===== config.mk =====
export PLATFORM = sky130hd
export DESIGN_NAME = ooo_core
export DESIGN_NICKNAME = d
export VERILOG_FILES = /design/src/hw/ooo_core_pkg.sv /design/src/hw/completion_buffer_if.sv /design/src/hw/ooo_hazard_if.sv /design/src/hw/completion_buffer.sv /design/src/hw/decode_stage.sv /design/src/hw/execute_stage.sv /design/src/hw/fetch_stage.sv /design/src/hw/ooo_core.sv /design/src/hw/ooo_hazard_unit.sv
export VERILOG_INCLUDE_DIRS = /design/src /design/src/hw
export SDC_FILE = /design/constraint.sdc
export NUM_CORES = 1
export LEC_CHECK = 0
export BUFFER_PORTS_ARGS = -buffer_cell sky130_fd_sc_hd__buf_4
export CAP_MARGIN = 20
export CORE_MARGIN = 4
export CORE_UTILIZATION = 36
export DETAILED_ROUTE_END_ITERATION = 6
export GPL_TIMING_DRIVEN = 0
export PLACE_DENSITY_LB_ADDON = 0.08
export REMOVE_ABC_BUFFERS = 1
export SYNTH_ARGS = -nofsm -noshare
export SYNTH_HDL_FRONTEND = slang
export SYNTH_SLANG_ARGS = --single-unit

===== constraint.sdc =====
create_clock -name clk -period 5.2 [get_ports clk]
set_input_delay 0.52 -clock clk [delete_from_list [all_inputs] [get_ports clk]]
set_output_delay 0.52 -clock clk [all_outputs]
set_load 0.02 [all_outputs]

===== src/hw/ooo_core_settings.svh =====
`ifndef OOO_CORE_SETTINGS_SVH
`define OOO_CORE_SETTINGS_SVH

// data path and register width
`define XLEN 16
// word-addressed instruction memory, one instruction per address
`define PC_W 8
// architectural register file
`define NUM_REGS 16
`define REG_AW 4

// fetch addresses after reset and after an illegal-instruction trap
`define RESET_PC 8'h00
`define TRAP_VECTOR 8'hF0

// restoring divider runs one iteration per quotient bit
`define DIV_CYCLES 16

// completion buffer size, tag width follows from it
`define ROB_DEPTH 4
`define ROB_TAG_W $clog2(`ROB_DEPTH)

`endif


===== src/hw/ooo_core_pkg.sv =====
`include "ooo_core_settings.svh"

package ooo_core_pkg;

  typedef logic [`XLEN-1:0] word_t;
  typedef logic [`PC_W-1:0] pc_t;
  typedef logic [`REG_AW-1:0] reg_idx_t;

  // opcode lives in insn[15:12], anything not listed here traps
  typedef enum logic [3:0] {
    LI  = 4'd1,
    ADD = 4'd2,
    SUB = 4'd3,
    DIV = 4'd4,
    JMP = 4'd5,
    BNZ = 4'd6
  } opcode_t;

  // unit that produces the writeback
  typedef enum logic [1:0] {
    ARITH_S,
    DIV_S,
    CTRL_S,
    NONE_S
  } fu_type_t;

  // an operand taken from the immediate is never hazard-checked
  typedef enum logic {
    SRC_REG,
    SRC_IMM
  } src_sel_t;

  typedef struct packed {
    pc_t      pc;
    opcode_t  opcode;
    fu_type_t fu_type;
    reg_idx_t rd;
    reg_idx_t rs1;
    reg_idx_t rs2;
    src_sel_t source_a_sel;
    src_sel_t source_b_sel;
    logic     wen;
    word_t    imm;
    logic     illegal;
  } decoded_t;

  // completion buffer entry index
  typedef logic [`ROB_TAG_W-1:0] rob_tag_t;

endpackage


===== src/hw/completion_buffer_if.sv =====
`timescale 1ns/1ps
`include "ooo_core_settings.svh"

interface completion_buffer_if import ooo_core_pkg::*; ();
  // allocation at issue, tag comes back in the same cycle
  logic     alloc;
  reg_idx_t alloc_rd;
  logic     alloc_wen;
  pc_t      alloc_pc;
  logic     alloc_illegal;
  rob_tag_t alloc_tag;
  // register file read for the operands decode names
  reg_idx_t rs1_addr, rs2_addr;
  word_t    rs1_data, rs2_data;
  // commit frees the scoreboard bit, trap wipes it
  logic     busy_clear;
  reg_idx_t busy_clear_rd;
  logic     trap;
  // result writeback by tag
  logic     wb_valid;
  rob_tag_t wb_tag;
  word_t    wb_data;

  modport decode (
    output alloc, alloc_rd, alloc_wen, alloc_pc, alloc_illegal, rs1_addr, rs2_addr,
    input  alloc_tag, rs1_data, rs2_data, busy_clear, busy_clear_rd, trap
  );
  modport execute (
    output wb_valid, wb_tag, wb_data
  );
  modport cb (
    input  alloc, alloc_rd, alloc_wen, alloc_pc, alloc_illegal, rs1_addr, rs2_addr,
           wb_valid, wb_tag, wb_data,
    output alloc_tag, rs1_data, rs2_data, busy_clear, busy_clear_rd, trap
  );
endinterface


===== src/hw/ooo_hazard_if.sv =====
`timescale 1ns/1ps
`include "ooo_core_settings.svh"

interface ooo_hazard_if import ooo_core_pkg::*; (
  input logic clk,
  input logic rst_n
);
  // conditions reported by the stages
  logic     i_mem_busy;
  logic     rs1_busy, rs2_busy, rd_busy;
  src_sel_t source_a_sel, source_b_sel;
  logic     wen;
  fu_type_t fu_type;
  logic     busy_du;
  logic     rob_full;
  logic     jump, branch, mispredict;
  pc_t      br_target;
  logic     insert_priv_pc;
  pc_t      priv_pc;

  // merged control back to the stages
  logic pc_en, npc_sel, stall_de;
  logic fetch_decode_flush, decode_execute_flush, execute_commit_flush;

  modport hazard_unit (
    input  clk, rst_n, i_mem_busy, rs1_busy, rs2_busy, rd_busy, source_a_sel,
           source_b_sel, wen, fu_type, busy_du, rob_full, jump, branch,
           mispredict, insert_priv_pc,
    output pc_en, npc_sel, stall_de, fetch_decode_flush, decode_execute_flush,
           execute_commit_flush
  );
  modport fetch (
    input i_mem_busy, pc_en, npc_sel, stall_de, fetch_decode_flush, br_target,
          insert_priv_pc, priv_pc
  );
  modport decode (
    output rs1_busy, rs2_busy, rd_busy, source_a_sel, source_b_sel, wen, fu_type,
    input  stall_de, decode_execute_flush
  );
  modport execute (
    output busy_du, jump, branch, mispredict, br_target,
    input  execute_commit_flush
  );
  modport cb (
    output rob_full, insert_priv_pc, priv_pc,
    input  execute_commit_flush
  );
endinterface


===== src/hw/completion_buffer.sv =====
`timescale 1ns/1ps
`include "ooo_core_settings.svh"

module completion_buffer import ooo_core_pkg::*; (
  input  logic               clk,
  input  logic               rst_n,
  ooo_hazard_if.cb           hz,
  completion_buffer_if.cb    cb,
  output logic               commit_valid,
  output pc_t                commit_pc,
  output reg_idx_t           commit_rd,
  output logic               commit_wen,
  output word_t              commit_data,
  output logic               trap_valid,
  output pc_t                trap_epc
);
  localparam int CNT_W = $clog2(`ROB_DEPTH + 1);

  logic [`ROB_DEPTH-1:0] done;
  logic [`ROB_DEPTH-1:0] wen_q, illegal_q;
  reg_idx_t              rd_q   [`ROB_DEPTH];
  pc_t                   pc_q   [`ROB_DEPTH];
  word_t                 data_q [`ROB_DEPTH];
  word_t                 regfile [`NUM_REGS];
  rob_tag_t              head, tail, wb_off;
  logic [CNT_W-1:0]      count;
  logic                  head_valid, trap;

  assign head_valid = (count != '0);
  assign hz.rob_full = (count == CNT_W'(`ROB_DEPTH));
  assign cb.alloc_tag = tail;

  // operand read for decode
  assign cb.rs1_data = regfile[cb.rs1_addr];
  assign cb.rs2_data = regfile[cb.rs2_addr]; 

  // illegal head traps instead of committing, it never writes back
  assign trap         = head_valid & illegal_q[head];
  assign commit_valid = head_valid & done[head] & ~illegal_q[head];
  assign commit_pc    = pc_q[head];
  assign commit_rd    = rd_q[head];
  assign commit_wen   = wen_q[head];
  assign commit_data  = data_q[head];
  assign trap_valid   = trap;
  assign trap_epc     = pc_q[head];

  assign hz.insert_priv_pc = trap;
  assign hz.priv_pc        = `TRAP_VECTOR;
  assign cb.trap           = trap;
  assign cb.busy_clear     = commit_valid & wen_q[head];
  assign cb.busy_clear_rd  = rd_q[head];

  always_ff @(posedge clk) begin
    if (!rst_n || hz.execute_commit_flush) begin
      head  <= '0;
      tail  <= '0;
      count <= '0;
      done  <= '0;
    end else begin
      if (cb.alloc) begin
        tail       <= tail + 1'b1;
        done[tail] <= 1'b0;
      end
      if (cb.wb_valid) begin
        done[cb.wb_tag] <= 1'b1;
      end
      if (commit_valid) begin
        head <= head + 1'b1;
      end
      count <= count + CNT_W'(cb.alloc) - CNT_W'(commit_valid);
    end
  end

  // entry payload
  always_ff @(posedge clk) begin
    if (cb.alloc) begin
      rd_q[tail]      <= cb.alloc_rd;
      wen_q[tail]     <= cb.alloc_wen;
      pc_q[tail]      <= cb.alloc_pc;
      illegal_q[tail] <= cb.alloc_illegal;
    end
    if (cb.wb_valid) begin
      data_q[cb.wb_tag] <= cb.wb_data;
    end
  end

  // architectural state changes only here, in program order
  always_ff @(posedge clk) begin
    if (commit_valid && wen_q[head]) begin
      regfile[rd_q[head]] <= data_q[head];
    end
  end

  // distance from head tells whether a tag is live
  assign wb_off = cb.wb_tag - head;

  assert property (@(posedge clk) disable iff (!rst_n) cb.alloc |-> !hz.rob_full);
  assert property (@(posedge clk) disable iff (!rst_n)
    cb.wb_valid && !hz.execute_commit_flush |-> CNT_W'(wb_off) < count);

endmodule


===== src/hw/decode_stage.sv =====
`timescale 1ns/1ps
`include "ooo_core_settings.svh"

module decode_stage import ooo_core_pkg::*; (
  input  logic                   clk,
  input  logic                   rst_n,
  input  word_t                  fetch_word,
  input  pc_t                    fetch_pc,
  input  logic                   fetch_valid,
  ooo_hazard_if.decode           hz,
  completion_buffer_if.decode    cb,
  output logic                   issue_valid,
  output decoded_t               issue_insn,
  output rob_tag_t               issue_tag,
  output word_t                  issue_a,
  output word_t                  issue_b
);
  decoded_t dec;
  // one bit per register with an uncommitted writer
  logic [`NUM_REGS-1:0] busy;

  always_comb begin
    dec              = '0;
    dec.pc           = fetch_pc;
    dec.opcode       = opcode_t'(fetch_word[15:12]);
    dec.rd           = fetch_word[11:8];
    dec.rs1          = fetch_word[7:4];
    dec.rs2          = fetch_word[3:0];
    dec.imm          = {{(`XLEN-8){1'b0}}, fetch_word[7:0]};
    dec.source_a_sel = SRC_IMM;
    dec.source_b_sel = SRC_IMM;
    dec.fu_type      = NONE_S;
    case (dec.opcode)
      LI: begin
        dec.fu_type = ARITH_S;
        dec.wen     = 1'b1;
      end
      ADD, SUB, DIV: begin
        dec.fu_type      = (dec.opcode == DIV) ? DIV_S : ARITH_S;
        dec.source_a_sel = SRC_REG;
        dec.source_b_sel = SRC_REG;
        dec.wen          = 1'b1;
      end
      JMP: dec.fu_type = CTRL_S;
      BNZ: begin
        // tested register sits in the rd field
        dec.fu_type      = CTRL_S;
        dec.rs1          = fetch_word[11:8];
        dec.source_a_sel = SRC_REG;
      end
      default: dec.illegal = 1'b1;
    endcase
  end

  // hazard inputs, a bubble in decode never stalls
  assign hz.rs1_busy     = fetch_valid & busy[dec.rs1];
  assign hz.rs2_busy     = fetch_valid & busy[dec.rs2];
  assign hz.rd_busy      = fetch_valid & busy[dec.rd];
  assign hz.wen          = fetch_valid & dec.wen;
  assign hz.source_a_sel = dec.source_a_sel;
  assign hz.source_b_sel = dec.source_b_sel;
  assign hz.fu_type      = fetch_valid ? dec.fu_type : NONE_S;

  // issue and allocation happen together, in program order
  assign cb.alloc         = fetch_valid & ~hz.stall_de & ~hz.decode_execute_flush;
  assign cb.alloc_rd      = dec.rd;
  assign cb.alloc_wen     = dec.wen;
  assign cb.alloc_pc      = dec.pc;
  assign cb.alloc_illegal = dec.illegal;
  assign cb.rs1_addr      = dec.rs1;
  assign cb.rs2_addr      = dec.rs2;

  always_ff @(posedge clk) begin
    if (!rst_n || cb.trap) begin
      busy <= '0;
    end else begin
      if (cb.busy_clear) begin
        busy[cb.busy_clear_rd] <= 1'b0;
      end
      if (cb.alloc && cb.alloc_wen) begin
        busy[cb.alloc_rd] <= 1'b1;
      end
    end
  end

  always_ff @(posedge clk) begin
    if (!rst_n) begin
      issue_valid <= 1'b0;
    end else begin
      issue_valid <= cb.alloc;
    end
  end

  // operands come straight from the register file, RAW already waited for commit
  always_ff @(posedge clk) begin
    if (cb.alloc) begin
      issue_insn <= dec;
      issue_tag  <= cb.alloc_tag;
      issue_a    <= cb.rs1_data;
      issue_b    <= cb.rs2_data;
    end
  end

  // a stall leaves a bubble in the execute register
  assert property (@(posedge clk) disable iff (!rst_n) hz.stall_de |=> !issue_valid);

endmodule


===== src/hw/execute_stage.sv =====
`timescale 1ns/1ps
`include "ooo_core_settings.svh"

module execute_stage import ooo_core_pkg::*; (
  input  logic                  clk,
  input  logic                  rst_n,
  input  logic                  issue_valid,
  input  decoded_t              issue_insn,
  input  rob_tag_t              issue_tag,
  input  word_t                 issue_a,
  input  word_t                 issue_b,
  ooo_hazard_if.execute         hz,
  completion_buffer_if.execute  cb
);
  localparam int CNT_W = $clog2(`DIV_CYCLES + 1);

  logic             fast_valid;
  word_t            fast_data;
  logic             div_start, div_busy, div_done;
  logic [CNT_W-1:0] div_cnt;
  rob_tag_t         div_tag;
  word_t            div_rem, div_quo, div_dvs;
  logic [`XLEN:0]   trial;

  // single-cycle path, control ops write back too so they can commit
  assign fast_valid = issue_valid &
                      ((issue_insn.fu_type == ARITH_S) | (issue_insn.fu_type == CTRL_S));

  always_comb begin
    case (issue_insn.opcode)
      LI:      fast_data = issue_insn.imm;
      ADD:     fast_data = issue_a + issue_b;
      SUB:     fast_data = issue_a - issue_b;
      default: fast_data = '0;
    endcase
  end

  // branch resolution, taken BNZ means the not-taken guess was wrong
  assign hz.jump       = issue_valid & (issue_insn.opcode == JMP);
  assign hz.branch     = issue_valid & (issue_insn.opcode == BNZ);
  assign hz.mispredict = (issue_a != '0);
  assign hz.br_target  = issue_insn.imm[`PC_W-1:0];

  assign div_start  = issue_valid & (issue_insn.fu_type == DIV_S);
  assign div_done   = div_busy & (div_cnt == '0);
  // busy already while the DIV sits in the execute register
  assign hz.busy_du = div_busy | div_start;

  // trial subtract of the shifted partial remainder
  assign trial = {div_rem, div_quo[`XLEN-1]} - {1'b0, div_dvs};

  always_ff @(posedge clk) begin
    if (!rst_n || hz.execute_commit_flush) begin
      div_busy <= 1'b0;
      div_cnt  <= '0;
    end else if (div_start) begin
      div_busy <= 1'b1;
      div_cnt  <= CNT_W'(`DIV_CYCLES);
    end else if (div_done && !fast_valid) begin
      // quotient leaves on a free writeback slot
      div_busy <= 1'b0;
    end else if (div_busy && div_cnt != '0) begin
      div_cnt <= div_cnt - 1'b1;
    end
  end

  // restoring division, divide by zero ends up with all ones
  always_ff @(posedge clk) begin
    if (div_start) begin
      div_rem <= '0;
      div_quo <= issue_a;
      div_dvs <= issue_b;
      div_tag <= issue_tag;
    end else if (div_busy && div_cnt != '0) begin
      if (!trial[`XLEN]) begin
        div_rem <= trial[`XLEN-1:0];
        div_quo <= {div_quo[`XLEN-2:0], 1'b1};
      end else begin
        div_rem <= {div_rem[`XLEN-2:0], div_quo[`XLEN-1]};
        div_quo <= {div_quo[`XLEN-2:0], 1'b0};
      end
    end
  end

  // one writeback port, the fast path has it first
  assign cb.wb_valid = fast_valid | div_done;
  assign cb.wb_tag   = fast_valid ? issue_tag : div_tag;
  assign cb.wb_data  = fast_valid ? fast_data : div_quo;

  assert property (@(posedge clk) disable iff (!rst_n) div_start |-> !div_busy);

endmodule


===== src/hw/fetch_stage.sv =====
`timescale 1ns/1ps
`include "ooo_core_settings.svh"

module fetch_stage import ooo_core_pkg::*; (
  input  logic             clk,
  input  logic             rst_n,
  ooo_hazard_if.fetch      hz,
  input  word_t            imem_rdata,
  output pc_t              imem_addr,
  output word_t            fetch_word,
  output pc_t              fetch_pc,
  output logic             fetch_valid
);
  pc_t pc;
  pc_t pc_next;

  assign imem_addr = pc;

  // trap vector first, then the resolved branch target, then sequential
  always_comb begin
    if (hz.insert_priv_pc) begin
      pc_next = hz.priv_pc;
    end else if (hz.npc_sel) begin
      pc_next = hz.br_target;
    end else if (hz.pc_en) begin
      pc_next = pc + 1'b1;
    end else begin
      pc_next = pc;
    end
  end

  always_ff @(posedge clk) begin
    if (!rst_n) begin
      pc          <= `RESET_PC;
      fetch_valid <= 1'b0;
    end else begin
      pc <= pc_next;
      if (hz.fetch_decode_flush) begin
        fetch_valid <= 1'b0;
      end else if (!hz.stall_de) begin
        // decode drains this cycle, a busy memory leaves a bubble behind
        fetch_valid <= ~hz.i_mem_busy;
      end
    end
  end

  // held as long as decode is stalled
  always_ff @(posedge clk) begin
    if (!hz.stall_de) begin
      fetch_word <= imem_rdata;
      fetch_pc   <= pc;
    end
  end

  assert property (@(posedge clk) disable iff (!rst_n)
    hz.i_mem_busy && !hz.npc_sel && !hz.insert_priv_pc |=> $stable(pc));

endmodule


===== src/hw/ooo_core.sv =====
`timescale 1ns/1ps
`include "ooo_core_settings.svh"

module ooo_core import ooo_core_pkg::*; (
  input  logic     clk,
  input  logic     rst_n,
  output pc_t      imem_addr,
  input  word_t    imem_rdata,
  input  logic     imem_busy,
  output logic     commit_valid,
  output pc_t      commit_pc,
  output reg_idx_t commit_rd,
  output logic     commit_wen,
  output word_t    commit_data,
  output logic     trap_valid,
  output pc_t      trap_epc
);
  word_t    fetch_word;
  pc_t      fetch_pc;
  logic     fetch_valid;
  logic     issue_valid;
  decoded_t issue_insn;
  rob_tag_t issue_tag;
  word_t    issue_a, issue_b;

  ooo_hazard_if hz_if (
    .clk   (clk),
    .rst_n (rst_n)
  );
  completion_buffer_if cb_if ();

  // memory busy enters the hazard merge next to the fetch signals
  assign hz_if.i_mem_busy = imem_busy;

  ooo_hazard_unit u_hazard (
    .hazard_if (hz_if.hazard_unit)
  );

  fetch_stage u_fetch (
    .clk         (clk),
    .rst_n       (rst_n),
    .hz          (hz_if.fetch),
    .imem_rdata  (imem_rdata),
    .imem_addr   (imem_addr),
    .fetch_word  (fetch_word),
    .fetch_pc    (fetch_pc),
    .fetch_valid (fetch_valid)
  );

  decode_stage u_decode (
    .clk         (clk),
    .rst_n       (rst_n),
    .fetch_word  (fetch_word),
    .fetch_pc    (fetch_pc),
    .fetch_valid (fetch_valid),
    .hz          (hz_if.decode),
    .cb          (cb_if.decode),
    .issue_valid (issue_valid),
    .issue_insn  (issue_insn),
    .issue_tag   (issue_tag),
    .issue_a     (issue_a),
    .issue_b     (issue_b)
  );

  execute_stage u_execute (
    .clk         (clk),
    .rst_n       (rst_n),
    .issue_valid (issue_valid),
    .issue_insn  (issue_insn),
    .issue_tag   (issue_tag),
    .issue_a     (issue_a),
    .issue_b     (issue_b),
    .hz          (hz_if.execute),
    .cb          (cb_if.execute)
  );

  completion_buffer u_cb (
    .clk          (clk),
    .rst_n        (rst_n),
    .hz           (hz_if.cb),
    .cb           (cb_if.cb),
    .commit_valid (commit_valid),
    .commit_pc    (commit_pc),
    .commit_rd    (commit_rd),
    .commit_wen   (commit_wen),
    .commit_data  (commit_data),
    .trap_valid   (trap_valid),
    .trap_epc     (trap_epc)
  );

endmodule


===== src/hw/ooo_hazard_unit.sv =====
`timescale 1ns/1ps

module ooo_hazard_unit import ooo_core_pkg::*; (
  ooo_hazard_if.hazard_unit hazard_if
);
  logic rs1_hazard, rs2_hazard, rd_hazard;
  logic data_hazard;
  logic div_hazard;
  logic branch_jump;

  // only register operands can be waiting on an older writer
  always_comb begin
    case (hazard_if.source_a_sel)
      SRC_REG: rs1_hazard = hazard_if.rs1_busy;
      default: rs1_hazard = 1'b0;
    endcase
  end

  always_comb begin
    case (hazard_if.source_b_sel)
      SRC_REG: rs2_hazard = hazard_if.rs2_busy;
      default: rs2_hazard = 1'b0;
    endcase
  end

  // WAW, rd still owned by an uncommitted entry
  assign rd_hazard   = hazard_if.rd_busy & hazard_if.wen;
  assign data_hazard = rs1_hazard | rs2_hazard | rd_hazard;

  // single divider, a second DIV waits in decode
  assign div_hazard = hazard_if.busy_du & (hazard_if.fu_type == DIV_S);

  assign hazard_if.stall_de = data_hazard | div_hazard | hazard_if.rob_full;

  // pc moves only when the word is there and decode can take the next one
  assign hazard_if.pc_en = ~(hazard_if.i_mem_busy | hazard_if.stall_de | data_hazard);

  // not-taken prediction, so a taken BNZ is a mispredict
  assign branch_jump       = hazard_if.jump | (hazard_if.branch & hazard_if.mispredict);
  // trap redirect wins over a branch redirect
  assign hazard_if.npc_sel = branch_jump & ~hazard_if.insert_priv_pc;

  // a redirect kills whatever is younger in fetch and decode
  assign hazard_if.fetch_decode_flush   = hazard_if.npc_sel | hazard_if.insert_priv_pc;
  assign hazard_if.decode_execute_flush = hazard_if.npc_sel | hazard_if.insert_priv_pc;

  // only a trap reaches into execute and the completion buffer
  assign hazard_if.execute_commit_flush = hazard_if.insert_priv_pc;

  // a trap empties the buffer and the execute register on its edge,
  // so the following cycle can neither trap nor branch
  assert property (@(posedge hazard_if.clk) disable iff (!hazard_if.rst_n)
    hazard_if.insert_priv_pc |=> !hazard_if.insert_priv_pc && !hazard_if.npc_sel);

endmodule


==> results.tsv <==
stage	metric	value	unit
setup_path	worst r2r src	u_fetch.fetch_word[12]$_DFFE_PN_	
synthesis	number of enable flip-flop cells after synthesis	482	
timing	worst slew pin tran	0.961	ns
clock_tree	H-tree depth	2	
layout	Design Area, Final	29700	um2
layout	multi-input logic area	9120	um2
clock_tree	Clock Latency Late Sink	0.64	ns
timing	post-route setup TNS	0	ns
clock_tree	clock sinks	543	
power_and_ir_drop	Leak	10.1	nW
clock_tree	CTS clk-pin slew, worst paths	0.06	ns
placement	Placed Area	27600	um2
grt	global-route wire length before repair	106	mm
setup_path	R2R cell count	8	
setup_path	worst flop-to-flop path endpoint	u_cb.rd_q[0][2]$_DFFE_PP_	
setup_path	Crit. End Element	flip-flop	
drt	DRT antenna net count	0	
layout	commonest non-fill, non-tap cell in the layout	edfxtp_1	
clock_tree	Hold Buf Count CTS	0	
timing	Final Hold Vio Count	0	
floorplan	Starting Density	36.6	%
drt	Avg WL per Cell	24.2	um
synthesis	Async S/R FF share, synth	0	%
synthesis	Mapped Avg Cell Area	13.3	um2
setup_path	arrival time at the worst endpoint	5.09	ns
grt	largest net degree at the start of global routing	72	
floorplan	Die ar.	74500	um2
synthesis	Mapped Cells	1906	
worst_hold_path	hold depth	1	
floorplan	row count	96	
clock_tree	CTS Buffer Depth	3	
layout	Layout area overhead	17.6	%
setup_path	Worst Setup Path Type	reg -> reg	
worst_hold_path	min-delay worst type	in -> reg	
timing	# setup viols final	0	
job	Max-cap violations	0	
drt	DR iter-0 viols	1142	
layout	commonest non-fill, non-tap cells in the layout	482 x edfxtp_1, 365 x nand2_1, 145 x nand3_1, 121 x mux4_2, 67 x nor2_1	
synthesis	ys flop type	edfxtp_1	
drt	First-pass DRT Iterations	5	
layout	layout cells sized above 1	18.9	%
setup_path	CP max FO	54	
placement	Post-DP HPWL	47.2	mm
drt	DRC Markers	0	
timing	fin crit share	93.3	%
layout	Fill cells	6262	
clock_tree	CTS tree	done	
worst_hold_path	worst hold start	imem_rdata[7]	
drt	Via Count	16100	
setup_path	WP data required	5.44	ns
drt	Vias per Instance	5.45	
timing	RSZ-0062 raised after global routing	no	
grt	initial antenna violation count	1	
setup_path	Reg2Reg Setup Slack	0.35	ns
placement	Placer Congestion	0.845	
worst_hold_path	Min-Delay Endpoint	u_fetch.fetch_word[7]$_DFFE_PN_	
layout	sequential cell area	15700	um2
clock_tree	root buf cell	clkbuf_16	
timing	minimum clock period after layout	4.85	ns
clock_tree	CTS buffer count	60	
floorplan	area of the core	69100	um2
timing	maximum clock frequency	206	MHz
layout	Nets	2023	
grt	grt ovf	0	
layout	n_diodes	0	
synthesis	Netlist cell types	73	
synthesis	synth warn	0	
floorplan	Vert. Die Dim	273	um
grt	Total Routing Usage GR	19.0	%
synthesis	Seq/Total Area, Yosys	62.1	%
timing	Clock Skews	0.0408	ns
power_and_ir_drop	VDD IR-drop max	0.267	mV
timing	Max Transition Viols Final	0	
grt	vias in the first global route	16000	
setup_path	CP Launch Type	flip-flop	
synthesis	Cell Area, Synth	25300	um2
floorplan	die width	273	um
placement	PortBufs	65	
layout	Final Util	43.1	%
floorplan	Ports	66	
synthesis	number of synthesized register bits	543	
power_and_ir_drop	PD cells	374	nW/um2
drt	Post-Route WL	71.1	mm
status	status	complete, no violations	
timing	relative slew slack	36.0	%
repair_timing:
item | 4_1_cts | 5_1_grt
setup buffers | 1 | 0
endpoints found under the setup margin | 35 | 0
gates resized for setup | 1 | 0
per-layer routing:
metal / part of all wire (%) / routed length, um / track usage [%]
met5: 0 / 0 / 0
met4: 2.3 / 1630 / 4.87
met3: 4.5 / 3170 / 2.63
met2: 50 / 35500 / 33.0
met1: 43 / 30800 / 25.3
Yosys cell counts (10+ instances only):
| master | count | share of area [%] |
|---|---|---|
| xnor2_1 | 38 | 1.3 |
| nand2_1 | 365 | 5.4 |
| nand3_1 | 145 | 2.9 |
| edfxtp_1 | 482 | 57 |
| ha_1 | 40 | 2.0 |
| nor2_1 | 86 | 1.3 |
| o21ai_0 | 60 | 1.2 |
| nor3_1 | 18 | 0.36 |
| clkbuf_1 | 79 | 1.2 |
| xor2_1 | 12 | 0.42 |
| a31oi_1 | 23 | 0.57 |
| nor2b_1 | 11 | 0.27 |
| and2_1 | 10 | 0.25 |
| inv_1 | 41 | 0.61 |
| buf_1 | 21 | 0.31 |
| nand2b_1 | 13 | 0.32 |
| a311oi_1 | 32 | 1.1 |
| mux4_2 | 121 | 11 |
| and3_1 | 23 | 0.57 |
| a21oi_1 | 58 | 1.1 |
| dfxtp_1 | 61 | 4.8 |
| mux2i_1 | 22 | 0.87 |
worst max-delay path, stage by stage, from the launching register on:
cell      delay, ns
edfxtp_1       0.53
and4bb_2       0.65
mux2i_4        0.73
nor4_1         0.18
a311oi_2       0.36
a211oi_4       0.11
o31ai_4        0.76
inv_4          0.47
and2_1         0.63
state kept, by name, indices dropped and copies added (netlist names), 5 cells and up, named ones only:
name	cells
u_execute.div_dvs	16
u_fetch.fetch_pc	8
u_decode.issue_insn	14
u_cb.regfile	256
u_decode.busy	16
u_execute.div_quo	16
u_cb.pc_q	32
u_fetch.imem_addr	8
u_execute.div_rem	16
u_cb.data_q	64
u_fetch.fetch_word	16
u_decode.issue_a	16
u_decode.issue_b	16
u_cb.rd_q	16
u_execute.div_cnt	5
cell families after synthesis:
| family | after synthesis | synth area share [%] |
|---|---|---|
| AO/OA/AOI/OAI | 248 | 6.63 |
| flip-flops | 543 | 62.1 |
| buffers and inverters | 157 | 2.53 |
| AND/OR/NAND/NOR | 717 | 12.9 |
| multiplexers | 148 | 11.9 |
| adder cells (fa/ha/maj) | 43 | 2.22 |
| XOR/XNOR | 50 | 1.73 |
worst max path at each step:
stage / from / to / slack [ns] / depth (start not counted)
after floorplan: u_fetch.fetch_word[12]$_DFFE_PN_ / u_cb.count[2]$_SDFF_PP0_ / -1.70 / 13
after global placement: u_fetch.fetch_word[12]$_DFFE_PN_ / u_cb.rd_q[3][0]$_DFFE_PP_ / -6.09 / 8
after detailed placement: u_fetch.fetch_word[12]$_DFFE_PN_ / u_cb.pc_q[0][4]$_DFFE_PP_ / -0.05 / 8
after CTS: u_fetch.fetch_word[12]$_DFFE_PN_ / u_cb.pc_q[0][4]$_DFFE_PP_ / 0.20 / 8
after global routing: u_fetch.fetch_word[12]$_DFFE_PN_ / u_cb.done[0]$_SDFF_PP0_ / 0.05 / 9
final: u_fetch.fetch_word[12]$_DFFE_PN_ / u_cb.rd_q[0][2]$_DFFE_PP_ / 0.35 / 8
where the power goes:
group	total, mW	leakage (nW)	switching [mW]	internal [mW]
Clock	4.39	0.997	1.81	2.58
Sequential	5.11	4.90	0.177	4.94
Combinational	1.63	4.18	0.951	0.676
metrics by stage:
stage / setup slack (ns) / cells / hold slack, ns / total power, mW
2_1_floorplan: -1.70 / 1791 / 0.425 / 6.15
4_1_cts: 0.202 / 2943 / 0.0135 / 11.3
3_3_place_gp: -6.09 / 2787 / 0.430 / 6.73
3_5_place_dp: -0.0489 / 2828 / 0.442 / 6.84
6_report: 0.347 / 2944 / 0.0638 / 11.1
5_1_grt: 0.0538 / 2944 / 0.0169 / 11.6
final cells by class:
type | instances | share of cell area (%)
Sequential cell | 543 | 52.8
Clock inverter | 42 | 1.56
Multi-Input combinational cell | 1206 | 30.7
Inverter | 42 | 0.539
Timing Repair Buffer | 108 | 5.17
Clock buffer | 72 | 5.34
Tap cell | 931 | 3.92
No activity file was read; power rests on OpenSTA's default activity.
